## src/wb_config_pkg.sv

```systemverilog
package wb_config_pkg;

  // Number of execution units that compete for the result buses.
  localparam int num_units = 3;

  // Number of shared result buses.
  localparam int num_buses = 2;

  // Owner code of a bus that no unit holds.
  localparam logic [7:0] free_code = 8'hff;

  // Claim codes are combined by AND, so the code with more zeros wins the bus.
  // Unit u uses all ones shifted left by u+1, which makes unit 2 the strongest.
  localparam logic [7:0] unit_prio [num_units] = '{
    8'hff << 1,
    8'hff << 2,
    8'hff << 3
  };

  // Width of the latency field. Latencies run from 1 to 15.
  localparam int lat_width = 4;

endpackage

```

## src/wb_types_pkg.sv

```systemverilog
package wb_types_pkg;

  import wb_config_pkg::*;

  // Owner or claim code on a result bus.
  typedef logic [7:0] prio_code_t;

  // Execution latency in cycles.
  typedef logic [lat_width-1:0] lat_t;

  // Writeback payload. The write flags and jump address pass through unchanged.
  typedef struct packed {
    logic [31:0] data;
    logic [31:0] address;
    logic [31:0] jmp_address;
    logic [5:0]  rd;
    logic [5:0]  rn;
    logic        reg_write;
    logic        cache_write;
  } result_t;

  // One result bus as seen by its consumers.
  typedef struct packed {
    logic    valid;
    result_t result;
  } bus_t;

endpackage

```

## src/latency_timer.sv

```systemverilog
module latency_timer
  import wb_types_pkg::*;
(
  input  logic clock,
  input  logic reset,
  input  logic start,
  input  lat_t latency,
  output logic done
);

  lat_t count;

  // The count is loaded on start and runs down to zero.
  // Done is registered, so it rises exactly latency cycles after the start edge.
  always_ff @(posedge clock) begin
    if (reset) begin
      count <= '0;
      done  <= 1'b0;
    end else begin
      done <= (count == lat_t'(1));
      if (start) begin
        count <= latency;
      end else if (count != '0) begin
        count <= count - lat_t'(1);
      end
    end
  end

endmodule

```

## src/writeback_sequencer.sv

```systemverilog
module writeback_sequencer
  import wb_types_pkg::*;
(
  input  logic    clock,
  input  logic    reset,

  input  logic    issue_valid,
  input  result_t issue_result,
  input  lat_t    issue_latency,
  output logic    issue_ready,

  output logic    timer_start,
  output lat_t    timer_latency,
  input  logic    timer_done,

  output logic    get_bus,
  input  logic    granted,
  output result_t held_result
);

  typedef enum logic [1:0] {
    state_idle,
    state_busy,
    state_wait
  } state_t;

  state_t state;
  logic   accept;

  // An issue is taken only while the unit has nothing in flight.
  assign accept = issue_valid && (state == state_idle);

  always_ff @(posedge clock) begin
    if (reset) begin
      state <= state_idle;
    end else begin
      case (state)
        state_idle: begin
          if (accept) begin
            state <= state_busy;
          end
        end
        state_busy: begin
          if (timer_done) begin
            state <= state_wait;
          end
        end
        state_wait: begin
          // The grant cycle is the one in which the payload goes to the resolver.
          if (granted) begin
            state <= state_idle;
          end
        end
        default: begin
          state <= state_idle;
        end
      endcase
    end
  end

  // The result is held from issue until the bus grant.
  always_ff @(posedge clock) begin
    if (accept) begin
      held_result <= issue_result;
    end
  end

  assign issue_ready   = (state == state_idle);
  assign timer_start   = accept;
  assign timer_latency = issue_latency;

  // The bus is requested for as long as the finished result is waiting.
  assign get_bus = (state == state_wait);

endmodule

```

## src/bus_arbiter.sv

```systemverilog
module bus_arbiter
  import wb_config_pkg::*, wb_types_pkg::*;
#(
  parameter prio_code_t prio = 8'hfe
) (
  input  logic       get_bus,
  input  prio_code_t owner [num_buses],
  output prio_code_t claim [num_buses],
  output logic       granted,
  output logic       grant_bus
);

  logic [num_buses-1:0] acquired;
  logic [num_buses-1:0] free;
  logic [num_buses-1:0] weaker;

  // Returns the lowest set index, or -1 when no bit is set.
  function automatic int first_set(input logic [num_buses-1:0] vec);
    int idx;
    idx = -1;
    for (int b = num_buses - 1; b >= 0; b--) begin
      if (vec[b]) begin
        idx = b;
      end
    end
    return idx;
  endfunction

  // Classify every bus from the registered owner codes.
  always_comb begin
    for (int b = 0; b < num_buses; b++) begin
      acquired[b] = (owner[b] == prio);
      free[b]     = (owner[b] == free_code);
      // A larger code has fewer zeros and so belongs to a weaker unit.
      weaker[b]   = (owner[b] > prio);
    end
  end

  always_comb begin
    int sel;
    sel       = -1;
    granted   = 1'b0;
    grant_bus = 1'b0;
    for (int b = 0; b < num_buses; b++) begin
      claim[b] = free_code;
    end

    if (get_bus) begin
      if (|acquired) begin
        // The bus is ours, so keep claiming it and hand over the payload now.
        sel       = first_set(acquired);
        granted   = 1'b1;
        grant_bus = sel[0];
      end else if (|free) begin
        sel = first_set(free);
      end else if (|weaker) begin
        // Take the bus away from a lower priority unit.
        sel = first_set(weaker);
      end
    end

    if (sel >= 0) begin
      claim[sel] = prio;
    end
  end

endmodule

```

## src/bus_resolver.sv

```systemverilog
module bus_resolver
  import wb_config_pkg::*, wb_types_pkg::*;
(
  input  logic       clock,
  input  logic       reset,
  input  prio_code_t claim [num_units][num_buses],
  input  logic       granted [num_units],
  input  logic       grant_bus [num_units],
  input  result_t    payload [num_units],
  output prio_code_t owner [num_buses],
  output bus_t       result_bus [num_buses]
);

  prio_code_t resolved [num_buses];
  logic       hit [num_buses];
  result_t    winner [num_buses];
  logic       bus_valid [num_buses];
  result_t    bus_result [num_buses];

  // The strongest claim survives the AND, as it would on a wired bus.
  always_comb begin
    for (int b = 0; b < num_buses; b++) begin
      resolved[b] = free_code;
      hit[b]      = 1'b0;
      winner[b]   = '0;
      for (int u = 0; u < num_units; u++) begin
        resolved[b] = resolved[b] & claim[u][b];
        // At most one unit can own a bus, so at most one grant matches.
        if (granted[u] && (int'(grant_bus[u]) == b)) begin
          hit[b]    = 1'b1;
          winner[b] = payload[u];
        end
      end
    end
  end

  always_ff @(posedge clock) begin
    if (reset) begin
      for (int b = 0; b < num_buses; b++) begin
        owner[b]     <= free_code;
        bus_valid[b] <= 1'b0;
      end
    end else begin
      for (int b = 0; b < num_buses; b++) begin
        owner[b]     <= resolved[b];
        bus_valid[b] <= hit[b];
      end
    end
  end

  always_ff @(posedge clock) begin
    for (int b = 0; b < num_buses; b++) begin
      if (hit[b]) begin
        bus_result[b] <= winner[b];
      end
    end
  end

  always_comb begin
    for (int b = 0; b < num_buses; b++) begin
      result_bus[b].valid  = bus_valid[b];
      result_bus[b].result = bus_result[b];
    end
  end

endmodule

```

## src/writeback_top.sv

```systemverilog
module writeback_top
  import wb_config_pkg::*, wb_types_pkg::*;
(
  input  logic    clock,
  input  logic    reset,
  input  logic    issue_valid [num_units],
  input  result_t issue_result [num_units],
  input  lat_t    issue_latency [num_units],
  output logic    issue_ready [num_units],
  output bus_t    result_bus [num_buses]
);

  logic       timer_start [num_units];
  lat_t       timer_latency [num_units];
  logic       timer_done [num_units];
  logic       get_bus [num_units];
  result_t    held_result [num_units];
  logic       granted [num_units];
  logic       grant_bus [num_units];
  prio_code_t claim [num_units][num_buses];
  prio_code_t owner [num_buses];

  // One lane per execution unit, each with its own fixed priority code.
  for (genvar u = 0; u < num_units; u++) begin : g_unit
    latency_timer timer_i (
      .clock   (clock),
      .reset   (reset),
      .start   (timer_start[u]),
      .latency (timer_latency[u]),
      .done    (timer_done[u])
    );

    writeback_sequencer seq_i (
      .clock         (clock),
      .reset         (reset),
      .issue_valid   (issue_valid[u]),
      .issue_result  (issue_result[u]),
      .issue_latency (issue_latency[u]),
      .issue_ready   (issue_ready[u]),
      .timer_start   (timer_start[u]),
      .timer_latency (timer_latency[u]),
      .timer_done    (timer_done[u]),
      .get_bus       (get_bus[u]),
      .granted       (granted[u]),
      .held_result   (held_result[u])
    );

    bus_arbiter #(
      .prio (unit_prio[u])
    ) arb_i (
      .get_bus   (get_bus[u]),
      .owner     (owner),
      .claim     (claim[u]),
      .granted   (granted[u]),
      .grant_bus (grant_bus[u])
    );
  end

  bus_resolver resolver_i (
    .clock      (clock),
    .reset      (reset),
    .claim      (claim),
    .granted    (granted),
    .grant_bus  (grant_bus),
    .payload    (held_result),
    .owner      (owner),
    .result_bus (result_bus)
  );

endmodule

```

## config.mk

```make
export PLATFORM = sky130hd
export DESIGN_NAME = writeback_top
export DESIGN_NICKNAME = d
export VERILOG_FILES = /design/src/wb_config_pkg.sv /design/src/wb_types_pkg.sv /design/src/latency_timer.sv /design/src/writeback_sequencer.sv /design/src/bus_arbiter.sv /design/src/bus_resolver.sv /design/src/writeback_top.sv
export SDC_FILE = /design/constraint.sdc
export NUM_CORES = 1
export LEC_CHECK = 0
export ABC_AREA = 1
export BUFFER_PORTS_ARGS = -buffer_cell sky130_fd_sc_hd__buf_2
export CAP_MARGIN = 30
export CORE_AREA = 2 2 225 227
export DETAILED_ROUTE_END_ITERATION = 7
export DIE_AREA = 0 0 227 229
export GPL_TIMING_DRIVEN = 0
export PLACE_DENSITY = 0.75
export SYNTH_ARGS = -nofsm -noshare
export SYNTH_HDL_FRONTEND = slang
export SYNTH_SLANG_ARGS = --single-unit
```

## constraint.sdc

```tcl
create_clock -name clock -period 13.08 [get_ports clock]
set_input_delay 1.308 -clock clock [delete_from_list [all_inputs] [get_ports clock]]
set_output_delay 1.308 -clock clock [all_outputs]
set_load 0.03 [all_outputs]
```

==> results.toml <==
[worst_setup_path]
cp_top_family = "buffers and inverters"
worstSetupPathType = "reg -> out"
cp_slowest_cell = "dfxtp_1"
crit_path_max_incr_delay_ps = 320
timing.critical_path.arrival_ps = 1440
worst_r2r_path_depth = 8
timing.critical_path.from_type = "flop"
worst_setup_ep_type = "output pin"
critical_path.n_buffers_inverters = 2
crit_fanout = 3
crit-reg2reg-launch = "resolver_i.owner[8]"
regToRegSetupSlack_ps = 10440
critical_path.cell_chain = "nor2_1 -> buf_4 -> buf_2"
regToRegEndpoint = "resolver_i.bus_result[0][153]"
worst-endpoint-required_ps = 11770

[cells_and_area]
final_cell_area_um2 = 27800
post_route_cells_drive_above_1_share_pct = 30.5
layout-area-overhead-vs-synth_pct = 26.7
layout.cells.most_common_list = "704 x nand2_1, 628 x buf_2, 550 x edfxtp_1"
finalNonFillerCells = 3110
nNetsFinal = 2722
nFillCells = 4037
finalCoreUtilization_pct = 56.1
final_common_cell = "nand2_1"

[sta]
rsz_0062_raised_after_global_routing = "no"
hold_viol_final = 0
final.setup_skew_ps = 25.9
post-route-min-period_ps = 2750
slew_viol_final = 0
fin_tns_setup_ps = 0
final.hold.worst_slack_ps = 526
slew_headroom_pct = 53.0
fmaxAchievable_mhz = 364
tightest_slew_ps = 704
timing.final.crit_share_pct = 21.0
setup_violations = 0
setup_ws_ps = 10330

[worst_hold_path]
whs_path_depth = 3
worstHoldStart = "g_unit[2].timer_i.done"
hold_class = "reg -> reg"
hold-path-endpoint = "g_unit[2].seq_i.state[0]"

[logic_synthesis]
synthesis_warning_total = 0
number_of_register_bits_inferred_by_synthesis = 579
synth_sequential_area_ratio_pct = 77.8
post_synth_inst_count = 1727
synth_area_per_cell_um2 = 12.7
synth_area_um2 = 22000
synth.distinct_cells = 23
synth_nets = 2083

[floorplanning]
initial_utilization_pct = 44.3
ioPinCount = 572
dieHeight_um = 229
floorplan_die_area_um2 = 52000
row_count = 82
die-width_um = 227
fp.coreArea_um2 = 49700

[route]
vias_per_cell = 5.23
drc = 0
via_count = 16300
postRouteAntennaNets = 0
dr.first_iter.drc_count = 1647
avgRoutedWirePerCell_um = 21.3
routed_wirelength_um = 66300
drt_first_pass_iters = 6

[clocking]
cts.sinks = 579
clock_path_buffers = 3
cts_setup_buffers = 0
clk_latency_ps = 610
clkTransAtPathRegs_ps = 60
clk_root_buffer_cell = "clkbuf_16"
number_of_levels_in_the_clock_h_tree = 2
cts_resized = 0
tritoncts.num_buffers = 59
post_cts_hold_buffer_count = 0
cts_tree = "done"

[flow_run]
timing.max_cap.violations = 0

[pwr]
powerDensity_nw_per_um2 = 152
combinationalPowerShare_pct = 7.4
seq_pwr_share_pct = 53.6
sw_frac_of_total_pct = 23.4
power.clock.fraction_pct = 39.0
netSwitchingPower_mw = 0.990
vdd_ir_max_uv = 115
cellLeakagePower_nw = 11.8
cell_internal_pwr_mw = 3.24
report.power.total_mw = 4.23

[placement]
place_worst_setup_slack_ps = 10180
port-buffer-count = 571
gpl.final_weighted_congestion = 0.872
place.detailed.instances = 2977
detailedPlacementHpwl_um = 45200
dpl-instance-area_um2 = 25900

[global_route]
first_pass_grt_wire_length_um = 96800
global_route.usage.total_pct = 25.0
first_global_vias = 16400
largest_net_degree_at_the_start_of_global_routing = 77
antenna_found_initial = 24
global_route.overflow_total = 0

[run_status]
run_status = "finished clean"
[tightest hold or removal path, stage by stage (launching register included)]
cell and delay [ps]:
dfxtp_1 310, inv_1 30, nand2_1 70, a21oi_1 60
[sequential cells by signal, summed over array words and instances (netlist names)]
signal,count
g_unit.seq_i.held_result,330
g_unit.seq_i.state,6
g_unit.timer_i.count,12
g_unit.timer_i.done,3
resolver_i.bus_result,220
resolver_i.bus_valid,2
resolver_i.owner,6
[area by class of cell]
cell class / instances / area (um^2) / share of cell area [%]
clock inverters: 42 / 375 / 1.35
inverters: 38 / 158 / 0.566
repair buffers: 578 / 3050 / 11.0
diodes: 23 / 57.6 / 0.207
plain buffers: 77 / 390 / 1.40
flip-flops and latches: 579 / 17100 / 61.4
clock buffers: 68 / 1510 / 5.42
well taps: 672 / 841 / 3.02
multi-input cells: 1033 / 4370 / 15.7
[worst max path at each step]
stage	startpoint	to	slack [ps]	cells past startpoint
4_1_cts	g_unit[2].seq_i.state[1]	issue_ready[0]	10280	3
6_report	g_unit[2].seq_i.state[1]	issue_ready[0]	10330	3
2_1_floorplan	resolver_i.owner[8]	resolver_i.bus_result[0][0]	8570	6
3_5_place_dp	issue_valid[0]	g_unit[2].seq_i.held_result[44]	10180	4
3_3_place_gp	resolver_i.owner[8]	resolver_i.bus_result[0][43]	5290	6
5_1_grt	resolver_i.owner[8]	resolver_i.bus_result[0][167]	10250	8
[logic make-up (layout without fill, tap and decap cells)]
kind of cell	Yosys count	count (layout)	share of synthesized area [%]
AOI/OAI and AO/OA	34	34	0.843
other	0	23	0
adders and majority gates	9	9	0.512
and+or+nand+nor	986	986	18.3
DFF	579	579	77.8
xor gates and xnor gates	4	4	0.159
buffers and inverters	115	803	2.43
[routing by layer]
| metal | share of wire (%) | vias to the layer above | GRT usage, % |
|---|---|---|---|
| met5 | 0.090 | - | 0 |
| met4 | 4.9 | 10 | 12.1 |
| met3 | 10 | 212 | 5.85 |
| met2 | 49 | 997 | 42.4 |
| met1 | 36 | 7758 | 29.8 |
| li1 | - | 7298 | - |
[cell usage after synthesis]
library cell    n  share of area [%]
a211oi_1        2              0.068
a21oi_1        14               0.32
buf_2          57                1.3
buf_4           8               0.27
clkbuf_1       12               0.20
dfxtp_1        29                2.6
edfxtp_1      550                 75
ha_1            9               0.51
inv_1          37               0.63
inv_2           1              0.017
nand2_1       705                 12
nand3_1       234                5.3
nand4_1         2              0.057
nor2_1         38               0.65
nor2_2          1              0.028
nor3_1          3              0.068
nor3_2          1              0.046
o211ai_1        1              0.034
o21a_1          2              0.068
o21ai_0        14               0.32
o21bai_1        1              0.034
or2_2           2              0.057
xor2_1          4               0.16
[power by group through the flow]
stage,Clock [mW],Combinational [mW],Sequential (mW)
2_1_floorplan,0,0.162,2.31
3_3_place_gp,0,0.289,2.33
3_5_place_dp,0,0.313,2.30
4_1_cts,1.68,0.314,2.27
5_1_grt,1.75,0.345,2.28
6_report,1.65,0.312,2.27
Power figures use the tool's default switching activity.
